**config.mk**
```make
export PLATFORM = sky130hd
export DESIGN_NAME = csr_machine
export DESIGN_NICKNAME = d
export VERILOG_FILES = /design/src/hdl/rv_pkg.sv /design/src/hdl/csr_machine.sv
export VERILOG_INCLUDE_DIRS = /design/src /design/src/hdl
export SDC_FILE = /design/constraint.sdc
export NUM_CORES = 1
export LEC_CHECK = 0
export BUFFER_PORTS_ARGS = -buffer_cell sky130_fd_sc_hd__buf_2
export CORE_MARGIN = 2
export CORE_UTILIZATION = 50
export DETAILED_ROUTE_END_ITERATION = 7
export PLACE_DENSITY = 0.72
export SYNTH_ARGS = -nofsm -noshare
export SYNTH_HDL_FRONTEND = slang
export SYNTH_SLANG_ARGS = --single-unit
```
**constraint.sdc**
```tcl
create_clock -name clk -period 5.74 [get_ports clk]
set_input_delay 1.148 -clock clk [delete_from_list [all_inputs] [get_ports clk]]
set_output_delay 1.148 -clock clk [all_outputs]
set_load 0.02 [all_outputs]
```
**src/hdl/rv_params.svh**
```systemverilog
/* widths, CSR addresses and trap constants for the RV64 execute stage
   only the machine CSRs listed here are implemented */
`ifndef RV_PARAMS_SVH
`define RV_PARAMS_SVH

`define XLEN 64

// machine CSR addresses
`define CSR_MSTATUS 12'h300
`define CSR_MIE     12'h304
`define CSR_MTVEC   12'h305
`define CSR_MEPC    12'h341
`define CSR_MCAUSE  12'h342

// implemented bit positions
`define MSTATUS_MIE_BIT  3
`define MSTATUS_MPIE_BIT 7
`define MIE_MTIE_BIT     7

// mcause values, interrupt flag in the top bit
`define CAUSE_ECALL_M 64'h0000_0000_0000_000b
`define CAUSE_MTIMER  64'h8000_0000_0000_0007

`define INTR_NO_TIMER 32'd7

// trap sequencer lengths in cycles
`define TRAP_STEPS_ENTER 4
`define TRAP_STEPS_RET   2

`endif

```
**src/hdl/rv_pkg.sv**
```systemverilog
/* types shared by the execute stage, its units and the testbench
   operands arrive already resolved by the decoder */
`include "rv_params.svh"

package rv_pkg;

  typedef enum logic [7:0] {
    OP_NOP   = 8'd0,
    OP_ADD   = 8'd1,
    OP_SUB   = 8'd2,
    OP_AND   = 8'd3,
    OP_OR    = 8'd4,
    OP_XOR   = 8'd5,
    OP_SLL   = 8'd6,
    OP_SLT   = 8'd7,
    OP_BEQ   = 8'd8,
    OP_BNE   = 8'd9,
    OP_JAL   = 8'd10,
    OP_CSRRW = 8'd11,
    OP_CSRRS = 8'd12,
    OP_ECALL = 8'd13,
    OP_MRET  = 8'd14
  } rv_op_e;

  typedef enum logic [1:0] {
    TRAP_ECALL = 2'd0,
    TRAP_MRET  = 2'd1,
    TRAP_TIMER = 2'd2
  } trap_kind_e;

  // op3 carries the branch offset or the CSR address in bits 11:0
  typedef struct packed {
    rv_op_e             opcode;
    logic [`XLEN-1:0]   pc;
    logic [31:0]        inst;
    logic [`XLEN-1:0]   op1;
    logic [`XLEN-1:0]   op2;
    logic [`XLEN-1:0]   op3;
    logic [4:0]         rd;
    logic               rd_wen;
  } dec_pkt_t;

  typedef struct packed {
    logic [11:0]        addr;
    logic               ren;
    logic               wen;
    logic [`XLEN-1:0]   wdata;
  } csr_req_t;

  typedef struct packed {
    logic [`XLEN-1:0]   rd_wdata;
    logic               pc_jmp;
    logic [`XLEN-1:0]   jmp_addr;
  } unit_res_t;

  typedef struct packed {
    logic [`XLEN-1:0]   pc;
    logic [4:0]         rd;
    logic               rd_wen;
    logic [`XLEN-1:0]   rd_wdata;
    logic               pc_jmp;
    logic [`XLEN-1:0]   jmp_addr;
    logic [31:0]        intr_no;
  } exe_res_t;

endpackage

```
**src/hdl/csr_machine.sv**
```systemverilog
/* machine CSR file with mstatus, mie, mtvec, mepc and mcause only
   mstatus keeps MIE and MPIE, mie keeps MTIE, other bits read as zero */
`timescale 1ns/1ps
`include "rv_params.svh"

module csr_machine (
  input  logic                clk,
  input  logic                rst,
  input  rv_pkg::csr_req_t    i_csr,
  output logic [`XLEN-1:0]    o_rdata,
  output logic                o_mstatus_mie,
  output logic                o_mie_mtie
);
  import rv_pkg::*;

  logic             mstatus_mie;
  logic             mstatus_mpie;
  logic             mie_mtie;
  logic [`XLEN-1:0] mtvec;
  logic [`XLEN-1:0] mepc;
  logic [`XLEN-1:0] mcause;

  always_ff @(posedge clk) begin
    if (rst) begin
      mstatus_mie  <= 1'b0;
      mstatus_mpie <= 1'b0;
      mie_mtie     <= 1'b0;
      mtvec        <= '0;
      mepc         <= '0;
      mcause       <= '0;
    end else if (i_csr.wen) begin
      case (i_csr.addr)
        `CSR_MSTATUS: begin
          mstatus_mie  <= i_csr.wdata[`MSTATUS_MIE_BIT];
          mstatus_mpie <= i_csr.wdata[`MSTATUS_MPIE_BIT];
        end
        `CSR_MIE:    mie_mtie <= i_csr.wdata[`MIE_MTIE_BIT];
        // direct mode only, 4-byte aligned
        `CSR_MTVEC:  mtvec  <= {i_csr.wdata[`XLEN-1:2], 2'b00};
        `CSR_MEPC:   mepc   <= {i_csr.wdata[`XLEN-1:2], 2'b00};
        `CSR_MCAUSE: mcause <= i_csr.wdata;
        default: ;
      endcase
    end
  end

  always_comb begin
    o_rdata = '0;
    if (i_csr.ren) begin
      case (i_csr.addr)
        `CSR_MSTATUS: begin
          o_rdata[`MSTATUS_MIE_BIT]  = mstatus_mie;
          o_rdata[`MSTATUS_MPIE_BIT] = mstatus_mpie;
        end
        `CSR_MIE:    o_rdata[`MIE_MTIE_BIT] = mie_mtie;
        `CSR_MTVEC:  o_rdata = mtvec;
        `CSR_MEPC:   o_rdata = mepc;
        `CSR_MCAUSE: o_rdata = mcause;
        default:     o_rdata = '0;
      endcase
    end
  end

  assign o_mstatus_mie = mstatus_mie;
  assign o_mie_mtie    = mie_mtie;

endmodule

```
==> results.toml <==
[run_status]
status = "finished, final reports clean"

[clock_tree]
cts_tree = "done"
cts-resized-gates = 0
clock_path_buffers = 2
cts.hold.buffers_added = 0
cts_max_level = 4
cts_buffers = 17
clkSinkCount = 191
clk_latency_ns = 0.43
clockRootBuffer = "clkbuf_16"
post_cts_buffers = 0
clk_pin_slew_ns = 0.07

[timing]
setup_slack_ns = 0.953
final-setup-viol-count = 0
slew_headroom = 0.172
timing.fmax_ghz = 0.209
min_period_over_period = 0.834
hold_viol = 0
finClkSkew_ns = 0
fin_crit_ns = 4.79
worst_pin_slew_ns = 1.24
rsz0062_at_grt = "false"
drv_slew = 0
timing.hold.ws_ns = 0.473
timing.setup.tns_ns = 0

[final_layout]
stdcell_area_um2 = 10600
fin_util = 0.586
drive_gt1_frac = 0.188
area_growth_pct = 14.4
final_cells = 1277
nNetsFinal = 1114

[drt]
drc = 0
first_pass_iters = 5
drtIter0Drc = 432
drt_wl_total_um = 21200
postRouteAntennaNets = 0
wire_per_inst_um = 16.6
vias = 6889
routed_via_density = 5.39

[place]
hpwl_um = 12800
place_area_um2 = 9960
place_congestion = 0.732
dp_cells = 1244
place_ws_ns = 0.976
io_buffers = 145

[floorplan]
start_util = 0.512
die_x_um = 140
core_area_um2 = 18000
placementRows = 49
die-height_um = 140
fp.dieArea_um2 = 19600
io_pins = 146

[worst_setup_path]
required_ns = 4.59
end_kind = "output pin"
critical_path_class = "input pin to output pin"
crit_start = "i_csr[77]"
r2r-start = "mtvec[32]$_SDFFE_PP0P_"
startpoint_type = "input pin"
critPathMaxFanout = 28
cp.arrival_ns = 3.64

[pwr]
power.leakage_nw = 4.36
ir_worst_vdd_v = 0.000279
power_mw = 2.65
power.density_nw_per_um2 = 251

[grt]
overflow = 0
grt_pass1_wl_um = 34800
antenna_found_initial = 1
grt_max_degree = 147
grt_pass1_vias = 6771
grt_usage = 0.217

[hold_path]
min_path_type = "flop to flop"
min_from = "mcause[23]$_SDFFE_PP0P_"

[logic_synthesis]
yosysUniqueCellTypes = 31
syn_area_um2 = 9230
yosysSeqAreaShare = 0.414
synth-seq-cells = 191
synthesis.nets = 1019
syn_avg_cell_area_um2 = 9.83
yosys_warnings = 0
synth_cells = 939

[run]
drv_cap = 0
cells in the final DEF, fill, tap and decap left out, types with 2 or more instances in the layout:
cell / count
nand2b_1: 255
mux2i_1: 192
dfxtp_1: 191
buf_2: 144
inv_1: 62
a22oi_1: 60
o32ai_1: 52
clkbuf_16: 17
buf_4: 14
o22ai_1: 8
nand4_1: 5
and3b_1: 5
o21ai_0: 3
nor2_1: 3
clkinv_2: 3
clkinv_4: 3
nor4b_4: 2
nor2b_4: 2
nor4bb_1: 2
bufinv_16: 2
inv_6: 2
clkinvlp_4: 2
clkbuf_8: 2
worst max-delay path, stage by stage:
cell and delay (ns):
buf_2 0.11, nor4b_4 0.50, nand3_2 0.75, buf_4 0.49, o32ai_1 0.40, buf_2 0.24
cells in the mapped netlist, drive strengths merged:
| library cell | number | share of area |
|---|---|---|
| a21oi | 1 | 0.00054 |
| and4 | 2 | 0.0019 |
| and3 | 1 | 0.00068 |
| nor4 | 1 | 0.00068 |
| inv | 62 | 0.025 |
| buf | 32 | 0.024 |
| clkbuf | 50 | 0.020 |
| or4 | 1 | 0.00081 |
| nor2 | 3 | 0.0012 |
| o2111ai | 1 | 0.00095 |
| nand2b | 255 | 0.17 |
| and4bb | 1 | 0.0014 |
| o32ai | 52 | 0.049 |
| nor3b | 1 | 0.00081 |
| a22oi | 60 | 0.049 |
| and3b | 5 | 0.0047 |
| a31oi | 1 | 0.00068 |
| nor4bb | 2 | 0.0022 |
| o22ai | 8 | 0.0054 |
| nor2b | 3 | 0.0020 |
| mux2i | 192 | 0.21 |
| o21ai | 4 | 0.0022 |
| nand4 | 5 | 0.0034 |
| dfxtp | 191 | 0.41 |
| nand2 | 1 | 0.00041 |
| nand3 | 1 | 0.0011 |
| nor4b | 3 | 0.0061 |
cells by family (layout without fill, tap and decap cells):
group,Yosys count,count (layout),synth area share
AND/OR/NAND/NOR,285,285,0.200
multiplexers,192,192,0.208
flip-flops,191,191,0.414
buffers and inverters,144,252,0.0693
AO/OA/AOI/OAI,127,127,0.108
other,0,1,0
power breakdown:
part	total [mW]	switching, mW	internal [mW]
clock	1.19	0.519	0.668
sequential	1.32	0.0000688	1.32
combinational	0.139	0.0783	0.0602
sequential cells by signal, summed over array words and instances, names as in the netlist:
name / flops
mcause: 64
mepc: 62
mtvec: 62
mstatus_mpie: 1
o_mie_mtie: 1
o_mstatus_mie: 1
worst paths after layout:
| kind | endpoint | slack [ns] | cells past startpoint |
|---|---|---|---|
| worst max-delay path | o_rdata[5] | 0.95 | 6 |
| worst min-delay path | mcause[23]$_SDFFE_PP0P_ | 0.47 | 2 |
| worst max register to register | mtvec[32]$_SDFFE_PP0P_ | 5.08 | 2 |
| worst min register to register | mcause[23]$_SDFFE_PP0P_ | 0.47 | 2 |
routing by layer:
layer | share of wire | GRT usage | wire [µm] | up-vias
li1 | - | - | - | 3444
met1 | 0.48 | 0.290 | 10100 | 3279
met4 | 0.011 | 0.0521 | 242 | 0
met5 | 0 | 0 | 0 | -
met3 | 0.054 | 0.0513 | 1150 | 18
met2 | 0.46 | 0.356 | 9720 | 148
final cells by class:
cell class	count	area, µm²
Clock buffer	20	457
Fill cell	1578	7470
Antenna cell	1	2.50
Timing Repair Buffer	158	826
Multi-Input combinational cell	604	4790
Tap cell	229	287
Inverter	62	233
Clock inverter	12	134
Sequential cell	191	3820
(Power assumes the default switching activity.)
