File: src/hdl/rv_params.svh
/* widths, CSR addresses and trap constants for the RV64 execute stage
   only the machine CSRs listed here are implemented */
`ifndef RV_PARAMS_SVH
`define RV_PARAMS_SVH

`define XLEN 64

// machine CSR addresses
`define CSR_MSTATUS 12'h300
`define CSR_MIE     12'h304
`define CSR_MTVEC   12'h305
`define CSR_MEPC    12'h341
`define CSR_MCAUSE  12'h342

// implemented bit positions
`define MSTATUS_MIE_BIT  3
`define MSTATUS_MPIE_BIT 7
`define MIE_MTIE_BIT     7

// mcause values, interrupt flag in the top bit
`define CAUSE_ECALL_M 64'h0000_0000_0000_000b
`define CAUSE_MTIMER  64'h8000_0000_0000_0007

`define INTR_NO_TIMER 32'd7

// trap sequencer lengths in cycles
`define TRAP_STEPS_ENTER 4
`define TRAP_STEPS_RET   2

`endif

File: src/hdl/rv_pkg.sv
/* types shared by the execute stage, its units and the testbench
   operands arrive already resolved by the decoder */
`include "rv_params.svh"

package rv_pkg;

  typedef enum logic [7:0] {
    OP_NOP   = 8'd0,
    OP_ADD   = 8'd1,
    OP_SUB   = 8'd2,
    OP_AND   = 8'd3,
    OP_OR    = 8'd4,
    OP_XOR   = 8'd5,
    OP_SLL   = 8'd6,
    OP_SLT   = 8'd7,
    OP_BEQ   = 8'd8,
    OP_BNE   = 8'd9,
    OP_JAL   = 8'd10,
    OP_CSRRW = 8'd11,
    OP_CSRRS = 8'd12,
    OP_ECALL = 8'd13,
    OP_MRET  = 8'd14
  } rv_op_e;

  typedef enum logic [1:0] {
    TRAP_ECALL = 2'd0,
    TRAP_MRET  = 2'd1,
    TRAP_TIMER = 2'd2
  } trap_kind_e;

  // op3 carries the branch offset or the CSR address in bits 11:0
  typedef struct packed {
    rv_op_e             opcode;
    logic [`XLEN-1:0]   pc;
    logic [31:0]        inst;
    logic [`XLEN-1:0]   op1;
    logic [`XLEN-1:0]   op2;
    logic [`XLEN-1:0]   op3;
    logic [4:0]         rd;
    logic               rd_wen;
  } dec_pkt_t;

  typedef struct packed {
    logic [11:0]        addr;
    logic               ren;
    logic               wen;
    logic [`XLEN-1:0]   wdata;
  } csr_req_t;

  typedef struct packed {
    logic [`XLEN-1:0]   rd_wdata;
    logic               pc_jmp;
    logic [`XLEN-1:0]   jmp_addr;
  } unit_res_t;

  typedef struct packed {
    logic [`XLEN-1:0]   pc;
    logic [4:0]         rd;
    logic               rd_wen;
    logic [`XLEN-1:0]   rd_wdata;
    logic               pc_jmp;
    logic [`XLEN-1:0]   jmp_addr;
    logic [31:0]        intr_no;
  } exe_res_t;

endpackage

File: src/hdl/exe_alu_unit.sv
/* single-cycle arithmetic, branch and CSR unit, purely combinational
   CSR read data must come back in the same cycle as the request */
`timescale 1ns/1ps
`include "rv_params.svh"

module exe_alu_unit (
  input  logic              i_ena,
  input  rv_pkg::dec_pkt_t  i_pkt,
  input  logic [`XLEN-1:0]  i_csr_rdata,
  output rv_pkg::csr_req_t  o_csr,
  output rv_pkg::unit_res_t o_res
);
  import rv_pkg::*;

  logic [`XLEN-1:0] target;
  logic [`XLEN-1:0] link;
  logic             lt;

  assign target = i_pkt.pc + i_pkt.op3;
  assign link   = i_pkt.pc + `XLEN'd4;
  assign lt     = $signed(i_pkt.op1) < $signed(i_pkt.op2);

  always_comb begin
    o_csr = '0;
    o_res = '0;
    if (i_ena) begin
      case (i_pkt.opcode)
        OP_ADD: o_res.rd_wdata = i_pkt.op1 + i_pkt.op2;
        OP_SUB: o_res.rd_wdata = i_pkt.op1 - i_pkt.op2;
        OP_AND: o_res.rd_wdata = i_pkt.op1 & i_pkt.op2;
        OP_OR:  o_res.rd_wdata = i_pkt.op1 | i_pkt.op2;
        OP_XOR: o_res.rd_wdata = i_pkt.op1 ^ i_pkt.op2;
        // rv64 shifts use six bits of shamt
        OP_SLL: o_res.rd_wdata = i_pkt.op1 << i_pkt.op2[5:0];
        OP_SLT: o_res.rd_wdata = {{(`XLEN-1){1'b0}}, lt};
        OP_BEQ: begin
          o_res.pc_jmp   = (i_pkt.op1 == i_pkt.op2);
          o_res.jmp_addr = target;
        end
        OP_BNE: begin
          o_res.pc_jmp   = (i_pkt.op1 != i_pkt.op2);
          o_res.jmp_addr = target;
        end
        OP_JAL: begin
          o_res.rd_wdata = link;
          o_res.pc_jmp   = 1'b1;
          o_res.jmp_addr = target;
        end
        OP_CSRRW: begin
          o_csr.addr     = i_pkt.op3[11:0];
          o_csr.ren      = 1'b1;
          o_csr.wen      = 1'b1;
          o_csr.wdata    = i_pkt.op1;
          o_res.rd_wdata = i_csr_rdata;
        end
        OP_CSRRS: begin
          o_csr.addr     = i_pkt.op3[11:0];
          o_csr.ren      = 1'b1;
          // a zero mask is a pure read
          o_csr.wen      = (i_pkt.op1 != '0);
          o_csr.wdata    = i_csr_rdata | i_pkt.op1;
          o_res.rd_wdata = i_csr_rdata;
        end
        default: begin
          o_csr = '0;
          o_res = '0;
        end
      endcase
    end
  end

endmodule

File: config.mk
export PLATFORM = sky130hd
export DESIGN_NAME = exe_alu_unit
export DESIGN_NICKNAME = d
export VERILOG_FILES = /design/src/hdl/rv_pkg.sv /design/src/hdl/exe_alu_unit.sv
export VERILOG_INCLUDE_DIRS = /design/src /design/src/hdl
export SDC_FILE = /design/constraint.sdc
export NUM_CORES = 1
export LEC_CHECK = 0
export ABC_AREA = 1
export BUFFER_PORTS_ARGS = -buffer_cell sky130_fd_sc_hd__buf_2
export CORE_AREA = 2 2 236 354
export DETAILED_ROUTE_END_ITERATION = 8
export DIE_AREA = 0 0 238 356
export SYNTH_ARGS = -nofsm -noshare
export SYNTH_HDL_FRONTEND = slang
export SYNTH_SLANG_ARGS = --single-unit
File: constraint.sdc
create_clock -name vclk -period 3.3
set_input_delay 0.66 -clock vclk [all_inputs]
set_output_delay 0.66 -clock vclk [all_outputs]
set_load 0.02 [all_outputs]
==> results.md, run 1 <==
| Stage | Metric | This run |
|:---|:---|:---|
| run status | Outcome | did not finish |
| run status | Stage where the run ended | 5_1_grt |
| run status | Error Message | [ERROR GRT-0116] Global routing finished with congestion. Check the congestion regions in the DRC Viewer. |
| synthesis | Library cell occupying the most area in the post-synthesis netlist | nand2_1 |
| die | Chip Height | 356 um |
| placed design | Buffers on Ports | 536 |
| die | Number of placed I/O pins | 574 |
| die | Row count | 129 |
| synthesis | Synth warn | 0 |
| global routing | Pin count of the biggest net entering global routing | 69 |
| global routing | Wire length of the first global-routing pass | 495,000 um |
| synthesis | Cell variety after synth | 57 |
| synthesis | Gate count of the mapped netlist | 6,004 |
| placed design | Last weighted congestion value of the routability-driven placer | 1.21 |
| synthesis | Register area share after synthesis | 0 |
| placed design | Half-perimeter wire length after placement | 215,000 um |
| global routing | Global route total overflow | 1,001 |
| global routing | Via count of the first global-routing pass | 59,077 |
| clocking | CTS Hold Buffers Added | 0 |
| placed design | Area of placed instances | 0.0442 sq mm |
| synthesis | Post-synth top area share | 0.256 |
| synthesis | Net count of the mapped netlist | 6,631 |
| synthesis | Average footprint of a synthesized cell | 4.72 sq um |
| global routing | Overall track demand over capacity in global routing | 0.779 |
| synthesis | Top cells by area in the synthesized netlist | nand2_1, nand3_1, inv_1, ha_1, nor2_1 |
| die | Horizontal die dimension | 238 um |
| synthesis | Post-synth design cell area | 0.0283 sq mm |
| die | Starting density of the core | 0.346 |
==> kinds of logic after synthesis <==
logic type	after synthesis	share of synthesized area
AO/OA/AOI/OAI	724	0.143
XOR/XNOR	30	0.00927
adder cells (fa/ha/maj)	260	0.116
buffers and inverters	1252	0.176
AND/OR/NAND/NOR	3738	0.556
==> cells in the mapped netlist (all sizes together), types with 2 or more instances <==
master,instances
xor2,23
nand2,1939
nand4,82
o221ai,9
nand3b,4
clkinv,2
a31oi,23
a21boi,7
o21a,10
nor3b,12
o21bai,26
nor4,16
and3,4
nor2,789
ha,257
a211oi,9
o2111ai,7
nor3,84
inv,1051
a41oi,3
xnor2,7
a22oi,5
clkbuf,44
buf,155
o31ai,2
o211ai,36
nand3,791
a21oi,358
fa,3
o21ai,189
and2,8
a221oi,2
a21o,11
o22ai,24
or2,8
==> stage by stage <==
step	util	cells	worst slack (ns)
2_1_floorplan	-	6004	-0.0166
3_3_place_gp	0.540	8991	-1.01
3_5_place_dp	0.540	8991	-0.848
4_1_cts	0.607	9039	-0.250
==> what timing repair did <==
action                                  4_1_cts
gates cloned                                  4
setup buffers                                51
gates resized for setup                    1464
endpoints found under the setup margin      186
pin swaps                                   263
==> per-layer routing <==
| layer | overflow | global-route usage |
|---|---|---|
| met1 | 3 | 0.762 |
| met2 | 611 | 0.970 |
| met3 | 5 | 0.592 |
| met4 | 382 | 0.845 |
| met5 | 0 | 0.191 |
==> run 2: changes to the inputs <==
- CORE_AREA: 2 2 236 354 -> 2 2 380 382
- DIE_AREA: 0 0 238 356 -> 0 0 382 384
- PLACE_DENSITY_LB_ADDON: not set -> 0.15
- clock period: 3.3 -> 4.3 ns (I/O delays scaled with it)
==> run 2 against run 1 <==
Effect of this change:
- synthesized cell count is the same
- the flow now finishes, with violations (setup timing)
- area after synthesis is the same
==> results.md, run 2 <==
| Stage | Metric | This run | Delta |
|:---|:---|:---|:---|
| finish | Number of clock buffer instances in the layout | 0 |  |
| placed design | Buffers on Ports | 536 | unchanged |
| die | Number of placed I/O pins | 574 | unchanged |
| finish | Fraction of layout cells with a size suffix above 1 | 0.260 |  |
| global routing | Wire length of the first global-routing pass | 324,000 um |  |
| route | Wire length reported by the detailed router | 240,000 um |  |
| run status | Outcome | complete, but fails checks |  |
| sta | Slew Viols, Final | 0 |  |
| min path | Worst Hold Path Cells | 4 |  |
| global routing | Overall track demand over capacity in global routing | 0.311 |  |
| sta | Peak clock frequency supported by timing | 229 MHz |  |
| sta | Worst-margin pin slew | 0.840 ns |  |
| synthesis | Post-synth design cell area | 0.0283 sq mm | unchanged |
| synthesis | Top cells by area in the synthesized netlist | nand2_1, nand3_1, inv_1, ha_1, nor2_1 |  |
| pwr | Leak | 23.0 nW |  |
| sta | Setup repair after global routing missed its margin | yes |  |
| finish | Area growth syn-to-layout | 45.6% |  |
| synthesis | Post-synth top area share | 0.256 | unchanged |
| global routing | Pin count of the biggest net entering global routing | 77 |  |
| synthesis | Library cell occupying the most area in the post-synthesis netlist | nand2_1 |  |
| finish | Storage cell area | 0 sq um |  |
| die | Die area | 0.147 sq mm |  |
| pwr | Pwr dens | 117 mW/mm^2 |  |
| setup path | Element type at the critical path end | primary output |  |
| finish | Layout Utilization | 0.289 |  |
| min path | Worst min-delay path endpoint | o_csr[66] |  |
| die | Core box area | 0.143 sq mm |  |
| route | 1st-pass router iterations | 6 |  |
| route | Number of remaining DRC errors | 0 |  |
| sta | Summed negative setup slack over all endpoints | -0.0586 ns |  |
| route | Number of vias after detailed routing | 44,929 |  |
| die | Horizontal die dimension | 382 um | +61% |
| finish | Nets | 7,893 |  |
| global routing | Met2 demand-to-capacity share in global routing | 0.482 |  |
| global routing | Global-route met3 utilization | 0.0380 |  |
| sta | Number of failing hold endpoints at the final stage | 0 |  |
| setup path | Critical path data required time | 3.44 ns |  |
| finish | Commonest non-fill, non-tap cells in the layout | nand2_1, inv_1, buf_4 |  |
| finish | Area of the multi-input gates | 0.0248 sq mm |  |
| setup path | Classification of the worst setup path | in2out |  |
| setup path | Crit. Startpoint | i_pkt[296] |  |
| sta | Period Utilization, post-route | 1.01 |  |
| finish | Post-route cell area | 0.0413 sq mm |  |
| placed design | Number of placed instances, taps included | 9,161 | +1.9% |
| pwr | Maximum ir drop on the vdd rail | 0.0562 mV |  |
| run status | Violations in the final reports | setup timing |  |
| sta | Worst max-slew margin expressed relative to the limit | 0.436 |  |
| sta | Shortest clock period the worst path allows after layout | 4.36 ns |  |
| finish | Leading cell type in the layout, fill and taps excluded | nand2_1 |  |
| die | Chip Height | 384 um | +7.9% |
| sta | Final setup fails | 1 |  |
| finish | Cell Count, Final, Fillers Out | 9,178 |  |
| synthesis | Top post-synthesis cells by count | nand2_1, inv_1, nand3_1 |  |
| global routing | Busiest layer in global routing | met2 |  |
| min path | Class of the tightest hold or removal check | in2out |  |
| global routing | Via count of the first global-routing pass | 41,403 |  |
| finish | Filler cell count in the final layout | 17,082 |  |
| setup path | Startpoint class of the critical path | input pin |  |
| route | Wirelength per Cell | 26.1 um |  |
| setup path | Peak fanout along the critical path | 28 |  |
| synthesis | Cell with the most instances after synthesis | nand2_1 |  |
| global routing | Global route total overflow | 0 |  |
| sta | Worst-case hold slack | 2.06 ns |  |
| min path | Min-delay src | i_pkt[6] |  |
| synthesis | Average footprint of a synthesized cell | 4.72 sq um | unchanged |
| finish | FF+latch count | 0 |  |
| pwr | Total Power | 4.81 mW |  |
| synthesis | Net count of the mapped netlist | 6,631 | unchanged |
| placed design | Area of placed instances | 0.0397 sq mm | -10% |
| placed design | Half-perimeter wire length after placement | 215,000 um | -0.34% |
| global routing | Number of antenna violations at the first check in global routing | 18 |  |
| placed design | Last weighted congestion value of the routability-driven placer | 1.06 | -13% |
| global routing | Met1 Resource Use GR | 0.422 |  |
| route | Number of DRC violations after detailed-routing iteration 0 | 4,893 |  |
| synthesis | Synth warn | 0 | unchanged |
| synthesis | Cell variety after synth | 57 | unchanged |
| die | Row count | 139 | +7.8% |
| placed design | Pre-CTS setup slack | -0.445 ns | +0.403 ns |
| route | Antenna Violating Nets Remaining | 0 |  |
| synthesis | Register area share after synthesis | 0 | unchanged |
| setup path | CP arrival | 3.50 ns |  |
| die | Starting density of the core | 0.199 | -0.147 |
| sta | Worst setup margin | -0.0586 ns |  |
| flow run | Number of max-cap violations | 0 |  |
| synthesis | Gate count of the mapped netlist | 6,004 | unchanged |
| clocking | CTS Hold Buffers Added | 0 | unchanged |
| route | Ratio of routed vias to standard cells | 4.90 |  |
==> run 2: cell counts after synthesis <==
Identical to the previous run, type by type.
==> run 2: logic make-up (layout without fill, tap and decap cells) <==
kind of cell / Yosys count / after routing / synth area share
buffers and inverters: 1252 / 2512 / 0.176
adders and majority gates: 260 / 260 / 0.116
and+or+nand+nor: 3738 / 3738 / 0.556
other: 0 / 11 / 0
AOI/OAI and AO/OA: 724 / 724 / 0.143
xor gates and xnor gates: 30 / 30 / 0.00927
==> run 2: cell type report <==
class / count / share of cell area
Inverter: 1053 / 0.0963
Tap cell: 1903 / 0.0577
Multi-Input combinational cell: 4752 / 0.600
Antenna cell: 11 / 0.000667
Timing Repair Buffer: 1459 / 0.246
==> run 2: timing repair <==
action                                  CTS  global route
endpoints found under the setup margin   47            73
buffers inserted                          1             5
gates resized for setup                  95           317
pin swaps                                 4            42
cloned                                    0             0
==> run 2: worst max-delay path by stage <==
stage                      end  slack, ns
floorplan           o_res[115]       0.22
global placement     o_res[90]      -0.44
detailed placement   o_res[90]      -0.44
CTS                  o_res[95]     -0.006
global route         o_res[95]      -0.07
finish               o_res[90]      -0.06
==> run 2: power by group <==
| part | switching (mW) | total [mW] | internal, mW |
|---|---|---|---|
| sequential | 0 | 0 | 0 |
| clock | 0 | 0.000000114 | 0.000000114 |
| combinational | 3.14 | 4.81 | 1.67 |
==> run 2: critical path, cell delays in order <==
cell and delay [ns]:
buf_2 0.21, inv_1 0.09, nand2_1 0.11, nor2_4 0.06, nand2_1 0.21, nand2_4 0.11, buf_12 0.18, buf_4 0.17
nand2_1 0.07, nor3b_2 0.44, o211ai_1 0.48, nor2_1 0.21, a21oi_1 0.11, buf_2 0.18
==> run 2: per-layer routing <==
layer,up-vias,share of wire
met5,-,0.00028
met4,12,0.063
met3,339,0.069
met2,2090,0.42
met1,20912,0.45
li1,21576,-
Power figures use the tool's default switching activity.
