## config.mk

```make
export PLATFORM = sky130hd
export DESIGN_NAME = exe_dispatch
export DESIGN_NICKNAME = d
export VERILOG_FILES = /design/src/hdl/rv_pkg.sv /design/src/hdl/exe_dispatch.sv
export VERILOG_INCLUDE_DIRS = /design/src /design/src/hdl
export SDC_FILE = /design/constraint.sdc
export NUM_CORES = 1
export LEC_CHECK = 0
export ABC_CLOCK_PERIOD_IN_PS = 16300
export BUFFER_PORTS_ARGS = -buffer_cell sky130_fd_sc_hd__buf_2
export CORE_AREA = 10 10 542 544
export CTS_CLUSTER_SIZE = 20
export DETAILED_ROUTE_END_ITERATION = 12
export DIE_AREA = 0 0 552 554
export MAX_ROUTING_LAYER = met4
export SYNTH_ARGS = -nofsm -noshare
export SYNTH_HDL_FRONTEND = slang
export SYNTH_SLANG_ARGS = --single-unit
```

## constraint.sdc

```tcl
create_clock -name clk -period 16.3 [get_ports clk]
set_input_delay 3.26 -clock clk [delete_from_list [all_inputs] [get_ports clk]]
set_output_delay 3.26 -clock clk [all_outputs]
set_load 0.1 [all_outputs]
```

## src/hdl/rv_params.svh

```systemverilog
/* widths, CSR addresses and trap constants for the RV64 execute stage
   only the machine CSRs listed here are implemented */
`ifndef RV_PARAMS_SVH
`define RV_PARAMS_SVH

`define XLEN 64

// machine CSR addresses
`define CSR_MSTATUS 12'h300
`define CSR_MIE     12'h304
`define CSR_MTVEC   12'h305
`define CSR_MEPC    12'h341
`define CSR_MCAUSE  12'h342

// implemented bit positions
`define MSTATUS_MIE_BIT  3
`define MSTATUS_MPIE_BIT 7
`define MIE_MTIE_BIT     7

// mcause values, interrupt flag in the top bit
`define CAUSE_ECALL_M 64'h0000_0000_0000_000b
`define CAUSE_MTIMER  64'h8000_0000_0000_0007

`define INTR_NO_TIMER 32'd7

// trap sequencer lengths in cycles
`define TRAP_STEPS_ENTER 4
`define TRAP_STEPS_RET   2

`endif

```

## src/hdl/rv_pkg.sv

```systemverilog
/* types shared by the execute stage, its units and the testbench
   operands arrive already resolved by the decoder */
`include "rv_params.svh"

package rv_pkg;

  typedef enum logic [7:0] {
    OP_NOP   = 8'd0,
    OP_ADD   = 8'd1,
    OP_SUB   = 8'd2,
    OP_AND   = 8'd3,
    OP_OR    = 8'd4,
    OP_XOR   = 8'd5,
    OP_SLL   = 8'd6,
    OP_SLT   = 8'd7,
    OP_BEQ   = 8'd8,
    OP_BNE   = 8'd9,
    OP_JAL   = 8'd10,
    OP_CSRRW = 8'd11,
    OP_CSRRS = 8'd12,
    OP_ECALL = 8'd13,
    OP_MRET  = 8'd14
  } rv_op_e;

  typedef enum logic [1:0] {
    TRAP_ECALL = 2'd0,
    TRAP_MRET  = 2'd1,
    TRAP_TIMER = 2'd2
  } trap_kind_e;

  // op3 carries the branch offset or the CSR address in bits 11:0
  typedef struct packed {
    rv_op_e             opcode;
    logic [`XLEN-1:0]   pc;
    logic [31:0]        inst;
    logic [`XLEN-1:0]   op1;
    logic [`XLEN-1:0]   op2;
    logic [`XLEN-1:0]   op3;
    logic [4:0]         rd;
    logic               rd_wen;
  } dec_pkt_t;

  typedef struct packed {
    logic [11:0]        addr;
    logic               ren;
    logic               wen;
    logic [`XLEN-1:0]   wdata;
  } csr_req_t;

  typedef struct packed {
    logic [`XLEN-1:0]   rd_wdata;
    logic               pc_jmp;
    logic [`XLEN-1:0]   jmp_addr;
  } unit_res_t;

  typedef struct packed {
    logic [`XLEN-1:0]   pc;
    logic [4:0]         rd;
    logic               rd_wen;
    logic [`XLEN-1:0]   rd_wdata;
    logic               pc_jmp;
    logic [`XLEN-1:0]   jmp_addr;
    logic [31:0]        intr_no;
  } exe_res_t;

endpackage

```

## src/hdl/exe_dispatch.sv

```systemverilog
/* execute stage front end with four-phase handshakes on both sides
   one instruction in flight, the timer interrupt is sampled at capture */
`timescale 1ns/1ps
`include "rv_params.svh"

module exe_dispatch (
  input  logic                clk,
  input  logic                rst,
  input  logic                i_dec_req,
  output logic                o_dec_ack,
  input  rv_pkg::dec_pkt_t    i_dec_pkt,
  output logic                o_exe_req,
  input  logic                i_exe_ack,
  output rv_pkg::exe_res_t    o_exe_res,
  input  logic                i_mtime_overflow,
  input  logic                i_mstatus_mie,
  input  logic                i_mie_mtie,
  output logic                o_alu_ena,
  output rv_pkg::dec_pkt_t    o_alu_pkt,
  input  rv_pkg::csr_req_t    i_alu_csr,
  input  rv_pkg::unit_res_t   i_alu_res,
  output logic                o_trap_start,
  output rv_pkg::trap_kind_e  o_trap_kind,
  output logic [`XLEN-1:0]    o_trap_pc,
  input  rv_pkg::csr_req_t    i_trap_csr,
  input  logic                i_trap_done,
  input  rv_pkg::unit_res_t   i_trap_res,
  output rv_pkg::csr_req_t    o_csr
);
  import rv_pkg::*;

  typedef enum logic [1:0] {
    S_IDLE,
    S_EXEC,
    S_OUT,
    S_DRAIN
  } state_e;

  state_e    state;
  dec_pkt_t  cur_pkt;
  logic      cur_intr;
  logic      intr_req;
  logic      is_trap_op;
  logic      accept;
  logic      unit_done;
  unit_res_t unit_res;
  exe_res_t  res;

  assign intr_req   = i_mstatus_mie & i_mie_mtie & i_mtime_overflow;
  assign is_trap_op = (i_dec_pkt.opcode == OP_ECALL) || (i_dec_pkt.opcode == OP_MRET);
  assign accept     = (state == S_IDLE) && !o_dec_ack && i_dec_req;
  // alu finishes in its single enabled cycle
  assign unit_done  = (state == S_EXEC) && (o_alu_ena || i_trap_done);

  always_ff @(posedge clk) begin
    if (rst) begin
      state        <= S_IDLE;
      o_dec_ack    <= 1'b0;
      o_exe_req    <= 1'b0;
      o_alu_ena    <= 1'b0;
      o_trap_start <= 1'b0;
    end else begin
      o_trap_start <= 1'b0;
      if (accept) begin
        o_dec_ack <= 1'b1;
      end else if (o_dec_ack && !i_dec_req) begin
        o_dec_ack <= 1'b0;
      end
      case (state)
        S_IDLE: begin
          if (accept) begin
            state <= S_EXEC;
            if (intr_req || is_trap_op) begin
              o_trap_start <= 1'b1;
            end else begin
              o_alu_ena <= 1'b1;
            end
          end
        end
        S_EXEC: begin
          if (unit_done) begin
            o_alu_ena <= 1'b0;
            o_exe_req <= 1'b1;
            state     <= S_OUT;
          end
        end
        S_OUT: begin
          if (i_exe_ack) begin
            o_exe_req <= 1'b0;
            state     <= S_DRAIN;
          end
        end
        default: begin
          if (!i_exe_ack) begin
            state <= S_IDLE;
          end
        end
      endcase
    end
  end

  always_ff @(posedge clk) begin
    if (accept) begin
      cur_pkt  <= i_dec_pkt;
      cur_intr <= intr_req;
      if (intr_req) begin
        o_trap_kind <= TRAP_TIMER;
      end else if (i_dec_pkt.opcode == OP_MRET) begin
        o_trap_kind <= TRAP_MRET;
      end else begin
        o_trap_kind <= TRAP_ECALL;
      end
    end
    if (unit_done) begin
      o_exe_res <= res;
    end
  end

  assign unit_res = o_alu_ena ? i_alu_res : i_trap_res;

  // trap paths never write rd
  assign res.pc       = cur_pkt.pc;
  assign res.rd       = cur_pkt.rd;
  assign res.rd_wen   = o_alu_ena & cur_pkt.rd_wen;
  assign res.rd_wdata = unit_res.rd_wdata;
  assign res.pc_jmp   = unit_res.pc_jmp;
  assign res.jmp_addr = unit_res.jmp_addr;
  assign res.intr_no  = cur_intr ? `INTR_NO_TIMER : 32'd0;

  assign o_alu_pkt = cur_pkt;
  assign o_trap_pc = cur_pkt.pc;
  assign o_csr     = o_alu_ena ? i_alu_csr : i_trap_csr;

  a_exe_hold: assert property (@(posedge clk) disable iff (rst)
    o_exe_req && !i_exe_ack |=> o_exe_req && $stable(o_exe_res))
    else $error("exe result dropped or changed before ack");

  a_csr_one_owner: assert property (@(posedge clk) disable iff (rst)
    !((i_alu_csr.ren || i_alu_csr.wen) && (i_trap_csr.ren || i_trap_csr.wen)))
    else $error("both units access the CSR file in one cycle");

endmodule

```

==> impl_metrics.tcl, run 1 <==
set metrics [dict create \
    placement.cell_area_um2 29700 \
    fin_cells 6106 \
    hold_viol 0 \
    swShare 0.575 \
    rows 196 \
    cp-end-kind "primary output" \
    p_leak_uw 0.0124 \
    ys_seq_area_frac 0.792 \
    antenna_found_initial 140 \
    wl_per_cell_um 29.7 \
    die_area_um2 306000 \
    cts_num_sinks 511 \
    grt_pass1_wl_mm 215 \
    place_congestion 0.904 \
    crit_top_cell "buf_2" \
    cts-resized-gates 0 \
    final_common_cell "buf_2" \
    vias 15061 \
    setup_violations 0 \
    cp_max_fo 1 \
    clk_pin_slew_ns 0.06 \
    finalCritPeriodShare 0.459 \
    final_max_slew_viol_count 0 \
    die_h_um 554 \
    grt_pass1_vias 15516 \
    p_per_area_nw_per_um2 239 \
    p_seq_frac 0.268 \
    grt_max_degree 79 \
    hpwl_mm 163 \
    area.sequential_um2 15300 \
    multi_input_area_um2 2750 \
    syn_avg_cell_area_um2 20.3 \
    power_switching_uw 4420 \
    layout_common_cells "buf_2, edfxtp_1, mux2_2" \
    ys_ff_latch 511 \
    cts_setup_buffers 0 \
    tightest_slew_ns 1.11 \
    viasPerCell 2.47 \
    cp_data_required_time_ns 13.04 \
    hold_path.class "flop to flop" \
    max_cap_viol_count 0 \
    start_util 0.0680 \
    drtIter0Drc 1423 \
    io_pins 1405 \
    start_kind "primary input" \
    cpMaxStageDelayCell "buf_2" \
    status "finished, final reports clean" \
    rsz0062_at_grt "no" \
    syn2layout_area_growth_pct 66.7 \
    clockRootBuffer "clkbuf_16" \
    grt_usage 0.116 \
    drive_gt1_frac 0.744 \
    yosysWarnings 0 \
    cp_cell_sequence "buf_2 > mux2_2 > buf_2" \
    cts_buffers 72 \
    path_delay_family "buffers and inverters" \
    irDropWorstVdd_mv 0.138 \
    ys_types 29 \
    combPwrFrac 0.526 \
    port-buffer-count 1375 \
    cts_tree "done" \
    crit_type "primary input to primary output" \
    max_stage_delay_ns 0.71 \
    tns_ns 0 \
    hold_buffers 0 \
    fin_worst_skew_ns 0.0428 \
    min_period_ns 7.48 \
    cp.arrival_ns 4.22 \
    clockPowerShare 0.206 \
    dp.cells 5937 \
    crit_buf_inv 2 \
    intPower_uw 3260 \
    wl_mm 182 \
    fin_area_um2 32100 \
    nets 2977 \
    ant_nets 0 \
    syn_inst 949 \
    dr.pass1.iters 5 \
    overflow 0 \
    max-clock-path-buffers 4 \
    fmax_mhz 134 \
    syn-cell-area_um2 19300 \
    fillers 32328 \
    die-width_um 552 \
    htree_levels 3 \
    slew-limit-headroom 0.261 \
    drc 0 \
    clock_latency_ns 0.77 \
    core_um2 283000 \
]
## area by class of cell
type,count,share of cell area
clock buffer,77,0.0580
clock inverter,44,0.0130
tap,3762,0.146
antenna,48,0.00374
multi-input combinational,273,0.0857
sequential,511,0.476
inverter,5,0.000584
timing repair buffer,1386,0.217
## cells in the mapped netlist
cell       instances  area [µm²]
conb_1             1        3.75
mux2i_1            2        20.0
o21a_1             1        7.51
and4bb_2           1        12.5
nor4_1             1        6.26
inv_1              5        18.8
and2_1             1        6.26
buf_2             24         120
and3_1             1        6.26
xor2_1             1        8.76
nor3b_2            1        12.5
or3_1              1        6.26
a21oi_1            2        10.0
nand2b_4           1        13.8
mux2_2           208        2340
a311oi_1           1        8.76
o31ai_1            1        7.51
ha_1               4        50.1
edfxtp_1         505       15200
nor4b_1            1        8.76
and2b_1            1        7.51
dfxtp_1            6         120
a2111oi_4          1        27.5
nor2_1             7        26.3
nor3b_1            2        15.0
buf_4            164        1230
nand2_1            2        7.51
a31oi_1            1        6.26
nand2b_1           2        12.5
## layer usage
metal  GRT usage  vias up  routed length, µm  share of wire
met5           -        -                  0              0
met4      0.0312        0               6040          0.033
met3       0.104      293              39200           0.22
met2       0.170     1459              76500           0.42
met1       0.112     7194              60000           0.33
li1            -     6115                  -              -
## worst register-to-register path: stages (launching register included)
cell and delay, ns:
dfxtp_1 0.34, inv_1 0.09, ha_1 0.34, inv_1 0.14, nor2_4 0.28, buf_4 0.41, buf_12 0.47, buf_4 0.79
buf_4 0.79
## registers in the layout, indices dropped and copies added (netlist names), 2 cells and up
register and flops:
o_alu_pkt 238, o_exe_res 200, o_trap_kind 2, o_trap_pc 64
state 2
## logic make-up after synthesis
logic type,count (synthesis),synth area share
compound gates,7,0.00350
xor+xnor,1,0.000454
fa+ha+maj,4,0.00259
buf+inv,193,0.0710
flops,511,0.792
mux,210,0.122
other cells,1,0.000194
simple gates,22,0.00733
## power groups by stage
stage	Combinational [µW]	Sequential (µW)	Clock, µW
after floorplan	1510	3670	0
after global placement	4110	2080	0
after detailed placement	4120	2080	0
after CTS	4120	2060	1680
after global routing	4190	2090	1700
final	4040	2060	1580
## worst paths after layout
path	from	end	slack (ns)	depth (start not counted)
max	i_alu_csr[64]	o_csr[64]	8.82	3
min	o_exe_req	o_exe_req	0.47	2
max reg2reg	state[0]	o_alu_pkt[110]	12.21	8
min reg2reg	o_exe_req	o_exe_req	0.47	2
## metrics by stage
step | utilization | worst slack (ns) | total power [µW] | hold WS (ns)
6_report | 0.113 | 8.82 | 7690 | 0.473
3_3_place_gp | 0.105 | 8.84 | 6180 | 0.441
5_1_grt | 0.113 | 8.81 | 7980 | 0.491
4_1_cts | 0.113 | 8.84 | 7860 | 0.470
3_5_place_dp | 0.105 | 8.85 | 6200 | 0.445
2_1_floorplan | - | 4.54 | 5170 | 0.400
No activity file was read; power rests on OpenSTA's default activity.
==> run 2, diff against run 1 <==
- ABC_CLOCK_PERIOD_IN_PS: 16300 -> 7400
- clock period: 16.3 -> 7.4 ns (I/O delays scaled with it)
==> run 2 against run 1 <==
  * Sequential share of layout area shrank 0.30 points
  * Setup slack lost 5.8 ns
  * Wire length grew 0.36%
  * Total power grew 120%
  * Non-clock buffer count grew 1
  * Die area is the same
  * Largest power group unchanged
  * First-iteration DRC count shrank 12%
  * Global-route usage grew 0.060 points
  * Cell count grew 0.49%
  * Largest cell class unchanged
==> impl_metrics.tcl, run 2 (synthesis gave the netlist of run 1 again) <==
set metrics [dict create \
    cp-end-kind "primary output" \
    power_switching_uw 9760 \
    cp_data_required_time_ns 5.92 \
    final_max_slew_viol_count 0 \
    die_area_um2 306000 \
    min_period_ns 4.33 \
    slew-limit-headroom 0.314 \
    cts_num_sinks 511 \
    cts_tree "done" \
    clock_latency_ns 0.78 \
    clockPowerShare 0.211 \
    ant_nets 0 \
    start_kind "flop" \
    swShare 0.572 \
    rsz0062_at_grt "no" \
    largest_reg_flops 238 \
    viasPerCell 2.44 \
    cts-resized-gates 0 \
    cp_max_fo 141 \
    utilization 0.114 \
    p_per_area_nw_per_um2 528 \
    irDropWorstVdd_mv 0.263 \
    drc 0 \
    intPower_uw 7310 \
    rows 196 \
    hold_buffers 0 \
    hpwl_mm 164 \
    grt_max_degree 142 \
    fmax_mhz 231 \
    combPwrFrac 0.527 \
    p_leak_uw 0.0124 \
    dr.pass1.iters 5 \
    clockRootBuffer "clkbuf_16" \
    grt_pass1_vias 15751 \
    port-buffer-count 1375 \
    wl_mm 182 \
    hold_path.class "flop to flop" \
    tightest_slew_ns 1.03 \
    fin_area_um2 32300 \
    vias 14975 \
    max_stage_delay_ns 0.67 \
    p_seq_frac 0.262 \
    drtIter0Drc 1256 \
    die_h_um 554 \
    antenna_found_initial 135 \
    status "finished, final reports clean" \
    setup_violations 0 \
    core_um2 283000 \
    path_delay_family "buffers and inverters" \
    cpMaxStageDelayCell "buf_2" \
    wl_per_cell_um 29.7 \
    syn2layout_area_growth_pct 67.7 \
    cts_setup_buffers 0 \
    crit_buf_inv 2 \
    layout_common_cells "buf_2, edfxtp_1, mux2_2" \
    tns_ns 0 \
    crit_type "flop to primary output" \
    grt_usage 0.116 \
    finalCritPeriodShare 0.586 \
    clk_pin_slew_ns 0.06 \
    final_common_cell "buf_2" \
    overflow 0 \
    grt_pass1_wl_mm 217 \
    drive_gt1_frac 0.741 \
    htree_levels 3 \
    cts_buffers 74 \
    nets 2980 \
    die-width_um 552 \
    io_pins 1405 \
    hold_viol 0 \
    placement.cell_area_um2 29800 \
    cp.arrival_ns 2.85 \
    place_congestion 0.928 \
    max_cap_viol_count 0 \
    cp_cell_sequence "buf_12 > mux2_2 > buf_2" \
    max-clock-path-buffers 4 \
    start_util 0.0680 \
    fin_worst_skew_ns 0.0751 \
]
-- run 2: worst reg2reg max path: cells and delay by family (launching register included) --
kind	cells	cell delay, ns
and+or+nand+nor	1	0.67
buffers and inverters	4	0.99
DFF	1	0.34
adders and majority gates	1	0.34
-- run 2: final timing paths --
path           startpoint              to  slack (ns)  cells after the start
max             o_alu_ena       o_csr[55]        3.07                      3
min          o_alu_pkt[4]  o_exe_res[165]        0.46                      0
max reg2reg      state[0]   o_trap_pc[35]        4.47                      6
min reg2reg  o_alu_pkt[4]  o_exe_res[165]        0.46                      0
-- run 2: power by group through the flow --
stage / Sequential (µW) / Clock [µW] / Combinational [µW]
final: 4480 / 3600 / 8990
after global routing: 4540 / 3880 / 9340
after CTS: 4510 / 3800 / 9190
after detailed placement: 4550 / 0 / 9180
after global placement: 4540 / 0 / 9150
after floorplan: 8010 / 0 / 3320
-- run 2: per-stage QoR --
stage	setup WS, ns	instances	total power, µW	hold slack (ns)
after floorplan	0.749	977	11300	0.400
after global placement	3.50	5938	13700	0.456
after detailed placement	3.49	5938	13700	0.454
after CTS	2.93	6067	17500	0.468
after global routing	2.96	6126	17800	0.465
final	3.07	6136	17100	0.462
-- run 2: metal layers --
| metal | vias up | GRT usage | share of wire |
|---|---|---|---|
| met5 | - | - | 0 |
| met3 | 272 | 0.0966 | 0.20 |
| met1 | 7184 | 0.111 | 0.33 |
| li1 | 6165 | - | - |
| met2 | 1354 | 0.179 | 0.45 |
| met4 | 0 | 0.0307 | 0.029 |
-- run 2: cell type report --
| cell class | instances | area (µm²) |
|---|---|---|
| multi-input combinational | 273 | 2750 |
| sequential | 511 | 15300 |
| fill | 32360 | 251000 |
| clock inverter | 37 | 392 |
| tap | 3762 | 4710 |
| antenna | 69 | 173 |
| inverter | 5 | 18.8 |
| timing repair buffer | 1387 | 7030 |
| clock buffer | 92 | 1980 |
