### src/hdl/rv_params.svh
/* widths, CSR addresses and trap constants for the RV64 execute stage
   only the machine CSRs listed here are implemented */
`ifndef RV_PARAMS_SVH
`define RV_PARAMS_SVH

`define XLEN 64

// machine CSR addresses
`define CSR_MSTATUS 12'h300
`define CSR_MIE     12'h304
`define CSR_MTVEC   12'h305
`define CSR_MEPC    12'h341
`define CSR_MCAUSE  12'h342

// implemented bit positions
`define MSTATUS_MIE_BIT  3
`define MSTATUS_MPIE_BIT 7
`define MIE_MTIE_BIT     7

// mcause values, interrupt flag in the top bit
`define CAUSE_ECALL_M 64'h0000_0000_0000_000b
`define CAUSE_MTIMER  64'h8000_0000_0000_0007

`define INTR_NO_TIMER 32'd7

// trap sequencer lengths in cycles
`define TRAP_STEPS_ENTER 4
`define TRAP_STEPS_RET   2

`endif

### src/hdl/rv_pkg.sv
/* types shared by the execute stage, its units and the testbench
   operands arrive already resolved by the decoder */
`include "rv_params.svh"

package rv_pkg;

  typedef enum logic [7:0] {
    OP_NOP   = 8'd0,
    OP_ADD   = 8'd1,
    OP_SUB   = 8'd2,
    OP_AND   = 8'd3,
    OP_OR    = 8'd4,
    OP_XOR   = 8'd5,
    OP_SLL   = 8'd6,
    OP_SLT   = 8'd7,
    OP_BEQ   = 8'd8,
    OP_BNE   = 8'd9,
    OP_JAL   = 8'd10,
    OP_CSRRW = 8'd11,
    OP_CSRRS = 8'd12,
    OP_ECALL = 8'd13,
    OP_MRET  = 8'd14
  } rv_op_e;

  typedef enum logic [1:0] {
    TRAP_ECALL = 2'd0,
    TRAP_MRET  = 2'd1,
    TRAP_TIMER = 2'd2
  } trap_kind_e;

  // op3 carries the branch offset or the CSR address in bits 11:0
  typedef struct packed {
    rv_op_e             opcode;
    logic [`XLEN-1:0]   pc;
    logic [31:0]        inst;
    logic [`XLEN-1:0]   op1;
    logic [`XLEN-1:0]   op2;
    logic [`XLEN-1:0]   op3;
    logic [4:0]         rd;
    logic               rd_wen;
  } dec_pkt_t;

  typedef struct packed {
    logic [11:0]        addr;
    logic               ren;
    logic               wen;
    logic [`XLEN-1:0]   wdata;
  } csr_req_t;

  typedef struct packed {
    logic [`XLEN-1:0]   rd_wdata;
    logic               pc_jmp;
    logic [`XLEN-1:0]   jmp_addr;
  } unit_res_t;

  typedef struct packed {
    logic [`XLEN-1:0]   pc;
    logic [4:0]         rd;
    logic               rd_wen;
    logic [`XLEN-1:0]   rd_wdata;
    logic               pc_jmp;
    logic [`XLEN-1:0]   jmp_addr;
    logic [31:0]        intr_no;
  } exe_res_t;

endpackage

### src/hdl/exe_trap_unit.sv
/* trap sequencer for ECALL, MRET and the machine timer interrupt
   i_start is a one-cycle pulse and must not arrive while a sequence runs */
`timescale 1ns/1ps
`include "rv_params.svh"

module exe_trap_unit (
  input  logic                clk,
  input  logic                rst,
  input  logic                i_start,
  input  rv_pkg::trap_kind_e  i_kind,
  input  logic [`XLEN-1:0]    i_pc,
  input  logic [`XLEN-1:0]    i_csr_rdata,
  output rv_pkg::csr_req_t    o_csr,
  output logic                o_done,
  output rv_pkg::unit_res_t   o_res
);
  import rv_pkg::*;

  localparam int STEP_W = $clog2(`TRAP_STEPS_ENTER);

  logic              busy;
  logic [STEP_W-1:0] step;
  logic [STEP_W-1:0] last_step;
  trap_kind_e        kind;
  logic [`XLEN-1:0]  epc;
  logic [`XLEN-1:0]  jmp_addr;
  logic              is_ret;
  logic              at_last;

  assign is_ret    = (kind == TRAP_MRET);
  assign last_step = is_ret ? STEP_W'(`TRAP_STEPS_RET - 1) : STEP_W'(`TRAP_STEPS_ENTER - 1);
  assign at_last   = busy && (step == last_step);

  always_ff @(posedge clk) begin
    if (rst) begin
      busy   <= 1'b0;
      step   <= '0;
      o_done <= 1'b0;
    end else begin
      o_done <= 1'b0;
      if (i_start) begin
        busy <= 1'b1;
        step <= '0;
      end else if (at_last) begin
        busy   <= 1'b0;
        o_done <= 1'b1;
      end else if (busy) begin
        step <= step + 1'b1;
      end
    end
  end

  always_ff @(posedge clk) begin
    if (i_start) begin
      kind <= i_kind;
      epc  <= i_pc;
    end
    // last step always reads mtvec or mepc
    if (at_last) begin
      jmp_addr <= i_csr_rdata;
    end
  end

  always_comb begin
    o_csr = '0;
    if (busy) begin
      if (is_ret) begin
        case (step)
          0: begin
            o_csr.addr  = `CSR_MSTATUS;
            o_csr.ren   = 1'b1;
            o_csr.wen   = 1'b1;
            o_csr.wdata = i_csr_rdata;
            o_csr.wdata[`MSTATUS_MIE_BIT] = i_csr_rdata[`MSTATUS_MPIE_BIT];
          end
          default: begin
            o_csr.addr = `CSR_MEPC;
            o_csr.ren  = 1'b1;
          end
        endcase
      end else begin
        case (step)
          0: begin
            o_csr.addr  = `CSR_MEPC;
            o_csr.wen   = 1'b1;
            o_csr.wdata = epc;
          end
          1: begin
            o_csr.addr  = `CSR_MCAUSE;
            o_csr.wen   = 1'b1;
            o_csr.wdata = (kind == TRAP_TIMER) ? `CAUSE_MTIMER : `CAUSE_ECALL_M;
          end
          2: begin
            o_csr.addr  = `CSR_MSTATUS;
            o_csr.ren   = 1'b1;
            o_csr.wen   = 1'b1;
            o_csr.wdata = i_csr_rdata;
            o_csr.wdata[`MSTATUS_MPIE_BIT] = i_csr_rdata[`MSTATUS_MIE_BIT];
            o_csr.wdata[`MSTATUS_MIE_BIT]  = 1'b0;
          end
          default: begin
            o_csr.addr = `CSR_MTVEC;
            o_csr.ren  = 1'b1;
          end
        endcase
      end
    end
  end

  assign o_res.rd_wdata = '0;
  assign o_res.pc_jmp   = o_done;
  assign o_res.jmp_addr = jmp_addr;

  a_no_start_busy: assert property (@(posedge clk) disable iff (rst)
    i_start |-> !busy && !o_done)
    else $error("trap unit started while busy");

endmodule

### config.mk
export PLATFORM = sky130hd
export DESIGN_NAME = exe_trap_unit
export DESIGN_NICKNAME = d
export VERILOG_FILES = /design/src/hdl/rv_pkg.sv /design/src/hdl/exe_trap_unit.sv
export VERILOG_INCLUDE_DIRS = /design/src /design/src/hdl
export SDC_FILE = /design/constraint.sdc
export NUM_CORES = 1
export LEC_CHECK = 0
export ABC_AREA = 1
export BUFFER_PORTS_ARGS = -buffer_cell sky130_fd_sc_hd__buf_2
export CORE_AREA = 2 2 133 135
export DETAILED_ROUTE_END_ITERATION = 6
export DIE_AREA = 0 0 135 137
export PLACE_DENSITY = 0.81
export SLEW_MARGIN = 0
export SYNTH_ARGS = -nofsm -noshare
export SYNTH_HDL_FRONTEND = slang
export SYNTH_SLANG_ARGS = --single-unit
### constraint.sdc
create_clock -name clk -period 3.7 [get_ports clk]
set_input_delay 0.925 -clock clk [delete_from_list [all_inputs] [get_ports clk]]
set_output_delay 0.925 -clock clk [all_outputs]
set_load 0.02 [all_outputs]
==> results of run 1 <==
## per-stage QoR
step	total power, W	worst slack (ps)
after CTS	0.00414	286
after detailed placement	0.00232	726
final	0.00411	297
after global placement	0.00231	790
after floorplan	0.00217	753
after global routing	0.00427	92.4
## report_power, final
| part | internal (W) | switching [W] |
|---|---|---|
| Combinational | 0.000160 | 0.000370 |
| Clock | 0.00119 | 0.000628 |
| Sequential | 0.00174 | 0.0000257 |
| Total | 0.00309 | 0.00102 |
## per-layer routing
layer | track usage | up-vias | share of wire
met2 | 0.302 | 225 | 0.51
met5 | 0 | - | 0
li1 | - | 2165 | -
met3 | 0.0393 | 22 | 0.068
met1 | 0.241 | 2207 | 0.40
met4 | 0.0631 | 0 | 0.017
## state kept, by name, summed over array words and instances (netlist names)
register	flops
busy	1
epc	64
jmp_addr	64
kind	2
o_done	1
step	2
## layout make-up
type,instances,area (um^2),area share
repair buffers,279,1430,0.182
diodes,1,2.50,0.000318
inverters,13,48.8,0.00621
clock buffers,18,429,0.0546
flip-flops and latches,134,3980,0.507
multi-input cells,305,1480,0.188
well taps,225,282,0.0358
clock inverters,14,206,0.0263
## critical path, delay by kind of cell (launching register included)
kind / cells / cell delay, ps
adders and majority gates: 1 / 190
and+or+nand+nor: 3 / 790
buffers and inverters: 4 / 720
DFF: 1 / 360
## cells in the mapped netlist, drive strengths merged
cell type  count
edfxtp       130
buf           95
nand3         70
a21oi         68
o21ai         63
nand2         14
inv           13
nor2          13
clkbuf        12
dfxtp          4
ha             4
a31oi          1
conb           1
nor3           1
o22ai          1
## kinds of logic after synthesis
family | share of synthesized area
buf+inv | 0.129
other cells | 0.000629
compound gates | 0.112
flops | 0.668
simple gates | 0.0812
fa+ha+maj | 0.00840
## how the worst min path moves through the flow
stage,slack [ps],depth (start not counted),endpoint
finish,560,3,step[0]
CTS,550,3,step[0]
global placement,520,3,step[0]
floorplan,510,3,step[0]
detailed placement,540,3,step[0]
global route,590,3,step[0]
==> run summary, run 1 <==
The number of violations reported at the end of detailed-routing iteration 0 is 313. Of all cell types, the one taking the most synthesized area is sky130_fd_sc_hd__edfxtp_1. In the final design database the tool counted 887 nets.

The share of the synthesized area in the top cell type is 0.655. The start-to-end type of the worst setup path is reg2out. The first TritonRoute pass finished after 5 iterations. Counting flops and latches in the post-synthesis netlist gives 134. Leaving out fill and tap cells, the most frequent cells in the layout are 270 x sky130_fd_sc_hd__buf_2, 130 x sky130_fd_sc_hd__edfxtp_1, 70 x sky130_fd_sc_hd__conb_1. The worst slew margin relative to its limit came out at 0.400. The flow ran to the end, and the final reports show no timing, DRC or antenna violations. The worst-path maximum fanout is 61. The number of violations of the max-capacitance limit is 0. The startpoint identified for the worst hold timing path is step[0]. The TritonCTS clock tree is done. The final core utilization is 0.461. The global-route wire length before repair came out at 25200 um. The placed instance count came out at 956.

The power per standard cell area came out at 523 nW/um^2. The number of buffers inserted by post-CTS setup repair is 0. The die is 137 um tall. The final cell area excluding filler cells came out at 7860 um^2.

The launching element of the worst setup path is step[1]. The final standard cell count with taps included and fillers excluded is 989. The width of the die came out at 135 um. Ranked by total cell area, the synthesized netlist is headed by sky130_fd_sc_hd__edfxtp_1 65%, sky130_fd_sc_hd__buf_4 9.9%, sky130_fd_sc_hd__nand3_1 5.8%.

STA classifies the critical path endpoint as an output pin. The number of cells produced by synthesis is 490. The clock tree synthesis step divided the H-tree into 4 levels.

The number of routed nets with antenna violations is 0. The final number of max-transition violations came out at 0. Summed over all cells, the static leakage comes to 3.44 nW.

Of the cells placed in the final design, the portion with a size suffix greater than 1 is 0.417. The most numerous cell type found on the critical path is sky130_fd_sc_hd__inv_1. In the final routed layout, each cell accounts on average for 17.9 um. The number of global-route vias before repair is 4382. The row count is 48. The reg-to-reg setup timing slack came out at 1290 ps. The slew at the pin closest to its max-slew limit is 900 ps. The destination of the worst register-to-register timing path is jmp_addr[33].

The final estimated routing congestion in global placement came out at 0.930. The global-route total usage across every layer came out at 0.184. The number of hold buffers added after CTS was 0. The cell area that synthesis handed to floorplanning was 5960 um^2. The required time of the critical path came out at 2770 ps. The post-CTS clock slew at the launch and capture registers of the worst setup and hold paths came out at 50 ps. Clock tree synthesis selected as its root buffer the cell sky130_fd_sc_hd__clkbuf_16. Walking the worst path, the cells encountered are inv_1 -> ha_2 -> inv_1 -> nand2_1 -> nand3_4 -> buf_4 -> nor2_1 -> buf_2.

The layout has 1598 filler cells. The peak ir drop on the vdd network came out at 0.322 mV. The hold slack is 556 ps. The class of the most critical hold timing path is reg2reg.

The count of cell types in the netlist came out at 23. The count of final hold-check violations is 0. The delay of the slowest critical-path stage came out at 560 ps. The detailed-route wire length came out at 17700 um. The clock insertion delay at the later pin of the skew report is 410 ps. The final total negative setup slack is 0 ps. The detailed-route DRC error count came out at 0.

Yosys printed 0 warnings. Leaving out fill and tap cells, the most frequent cell in the layout is sky130_fd_sc_hd__buf_2. The time the final worst path needs with I/O delays and setup is 3400 ps.

The signed area change from the synthesized netlist to the final layout is 31.9%. The die covers 18500 um^2. The maximum number of pins on one net before global-route repair is 71. The final setup violation count is 0. The slowest cell on the critical path is sky130_fd_sc_hd__nand3_4. The final cycle utilization of the critical path came out at 0.920. The region available for standard cell placement spans 17100 um^2. In this run the critical register-to-register path is launched from kind[1].

The post-cts resize count came out at 0. The initial standard-cell utilization of the core is 0.349. The worst clock skew came out at 8.33 ps. Setup repair after global routing left no endpoint under its margin.

The final HPWL from detailed placement is 12800 um. After global routing the overflow that remains totals 0. The count of buffers from port buffering is 270. The CTS sink count is 134. The most critical setup path has its endpoint at o_csr[1]. The via count came out at 4619. The critical path arrival is 2480 ps. The path depth of the worst reg2reg path is 7. The deepest clock path buffer count is 2.

The number of buffers created by CTS is 17. The initial antenna violation count is 1. 341 I/O pins were placed. The area of placed instances came out at 7220 um^2. The number of vias per cell after detailed routing came out at 4.67. The upper clock frequency limit came out at 294 MHz. The element type at the critical path start is a register. The share of the Yosys chip area taken by registers is 0.668. The synthesized area divided by synthesized cell count is 12.2 um^2.
(Power assumes the default switching activity.)
==> run 2, diff against run 1 <==
Settings changed: PLACE_DENSITY 0.81 to default, PLACE_DENSITY_LB_ADDON from default to 0.1.
==> run 2 against run 1 <==
Net effect: clock-buffer cell count up 2; wire length fell by 6.6%; sequential share of layout area hardly changed; worst setup slack better by 130 ps; maximum frequency is 4.1% higher; critical path type unchanged.
==> run summary, run 2 (synthesis results as in run 1) <==
The upper clock frequency limit came out at 306 MHz (+4.1%). The type of destination of the critical path is an output pin. The width of the die is 135 um (unchanged). The initial standard-cell utilization of the core is 0.349 (unchanged). The CTS sink count is 134 (unchanged). The maximum number of pins on one net before global-route repair came out at 71 (unchanged).

For this design, the slowest cell found on the critical path is sky130_fd_sc_hd__dfxtp_1. The initial antenna violation count is 2 (+1). The final HPWL from detailed placement came out at 11900 um (-7.4%). The required time of the critical path came out at 2770 ps (about the same). The worst slew margin relative to its limit is 0.422 (+0.0228). The slew at the pin closest to its max-slew limit is 866 ps (-34.2 ps). Setup repair after global routing left no endpoint under its margin.

The final total negative setup slack came out at 0 ps (unchanged). The fraction of final layout cells sized beyond drive strength 1 is 0.412 (-0.00439). The row count was 48 (unchanged).

Traced cell by cell, the critical path runs through inv_1 -> ha_2 -> inv_1 -> nand2_1 -> nand3_4 -> buf_12 -> inv_2 -> o21ai_1 -> nor2_1 -> buf_2. The critical path arrival came to 2340 ps (-140 ps). Leaving out fill and tap cells, the most frequent cells in the layout are 270 x sky130_fd_sc_hd__buf_2, 130 x sky130_fd_sc_hd__edfxtp_1, 70 x sky130_fd_sc_hd__conb_1. The global route total overflow is 0 (unchanged). The overall die area was 18500 um^2 (unchanged). The final routed wire length divided by cell count is 16.8 um (-6.3%).

The number of global-route vias before repair came out at 4197 (-4.2%). The path length in cells of the critical path was 10 (+2). The number of violations of the max-capacitance limit came out at 0 (unchanged).

The post-place setup slack came out at 852 ps (+126 ps). The number of placed I/O pins came to 341 (unchanged). The post-cts resize count is 0 (unchanged). The final estimated routing congestion in global placement came to 0.772 (-17%). The cts-stage hold buffer count is 0 (unchanged). CTS placed an instance of sky130_fd_sc_hd__clkbuf_16 at the clock tree root.

In the final layout, the registers with the most flip-flops are epc x64, jmp_addr x64. The run finished with clean final reports. The global-route wire length before repair came out at 23800 um (-5.6%). The delay of the slowest critical-path stage is 350 ps (-210 ps). The buffers plus inverters on the worst setup path came out at 5 (+1). The post-CTS clock slew at the launch and capture registers of the worst setup and hold paths was 50 ps (about the same). The count of nets after finishing came out at 885 (-0.23%). The count of buffers from port buffering is 270 (unchanged). The die outline height is 137 um (unchanged). The peak ir drop on the vdd network came out at 0.281 mV (-13%). The number of buffers inserted by post-CTS setup repair is 0 (unchanged).

The global-route total usage across every layer came to 0.173 (-0.0101). The most common cell after layout, fill and taps aside is sky130_fd_sc_hd__buf_2. The detailed-route DRC error count is 0 (unchanged). The detailed-router iteration count before antenna repair came out at 5 (unchanged). The leakage dissipation came out at 3.43 nW (-0.29%). The start-to-end type of the worst setup path is reg2out. The time the final worst path needs with I/O delays and setup is 3270 ps (-134 ps). The number of cells traversed by the worst hold path came out at 3 (unchanged). The final setup slack of the worst path came out at 431 ps (+134 ps). The worst clock skew is 8.76 ps (+0.436 ps).

The most numerous cell type found on the critical path is sky130_fd_sc_hd__inv_1. The count of final hold-check violations came out at 0 (unchanged). The clock insertion delay at the later pin of the skew report came out at 410 ps (about the same). The path depth of the worst reg2reg path is 7 (unchanged). The placeable core region came out at 17100 um^2 (unchanged). The worst hold path belongs to the class reg2reg. The CTS H-tree depth is 4 (unchanged). The worst-path maximum fanout is 32 (-48%). The number of buffers created by CTS is 17 (unchanged). The final setup violation count is 0 (unchanged). The number of vias per cell after detailed routing was 4.58 (-2.0%). The power per standard cell area came out at 517 nW/um^2 (-1.2%). The final cycle utilization of the critical path is 0.883 (-0.0362). The detailed-route wire length came out at 16600 um (-6.6%). The final number of max-transition violations is 0 (unchanged). TritonCTS built the clock tree. The deepest clock path buffer count was 2 (unchanged).

The via count is 4514 (-2.3%). The signed area change from the synthesized netlist to the final layout came out at 32.0% (about the same). The number of violations reported at the end of detailed-routing iteration 0 was 240 (-23%). The element type at the critical path start is a register.

The kind of cell with the highest combined delay on the critical path is buffers and inverters. The number of routed nets with antenna violations is 0 (unchanged).
==> run 2: final cells by class <==
class	count	area [um^2]
clock inverter	10	180
fill	1599	9190
tap	225	282
sequential	134	3980
timing repair buffer	277	1450
antenna	2	5.00
clock buffer	20	437
multi-input combinational	305	1480
inverter	13	48.8
==> run 2: power breakdown <==
group          total, W  internal, W  switching, W  leakage, nW
clock           0.00178      0.00118      0.000599        0.297
sequential      0.00176      0.00174     0.0000218         1.25
combinational  0.000524     0.000163      0.000361         1.88
total           0.00407      0.00308      0.000983         3.43
==> run 2: metrics by stage <==
step,instance area [um^2],utilization,hold slack [ps],instances,total power [W]
6_report,7870,0.461,579,986,0.00407
5_1_grt,7870,0.461,596,986,0.00423
4_1_cts,7860,0.461,576,984,0.00411
3_5_place_dp,7250,0.425,563,954,0.00232
3_3_place_gp,7250,0.425,521,954,0.00231
2_1_floorplan,6220,-,510,559,0.00217
==> run 2: tightest hold or removal path, stage by stage, from the launching register on <==
cell	delay (ps)
sky130_fd_sc_hd__dfxtp_1	350
sky130_fd_sc_hd__nand3_1	100
sky130_fd_sc_hd__nand2_1	50
sky130_fd_sc_hd__inv_1	50
==> run 2: per-layer routing <==
metal	up-vias	GRT usage	routed length, um
li1	2159	-	-
met1	2106	0.205	6380
met2	224	0.298	8740
met5	-	0	0
met3	25	0.0504	1150
met4	0	0.0683	300
==> run 2: final timing paths <==
kind | from | endpoint | slack (ps)
setup / recovery | step[1] | o_csr[7] | 430
hold / removal | step[0] | step[0] | 580
setup reg to reg | kind[1] | jmp_addr[42] | 1300
hold reg to reg | step[0] | step[0] | 580
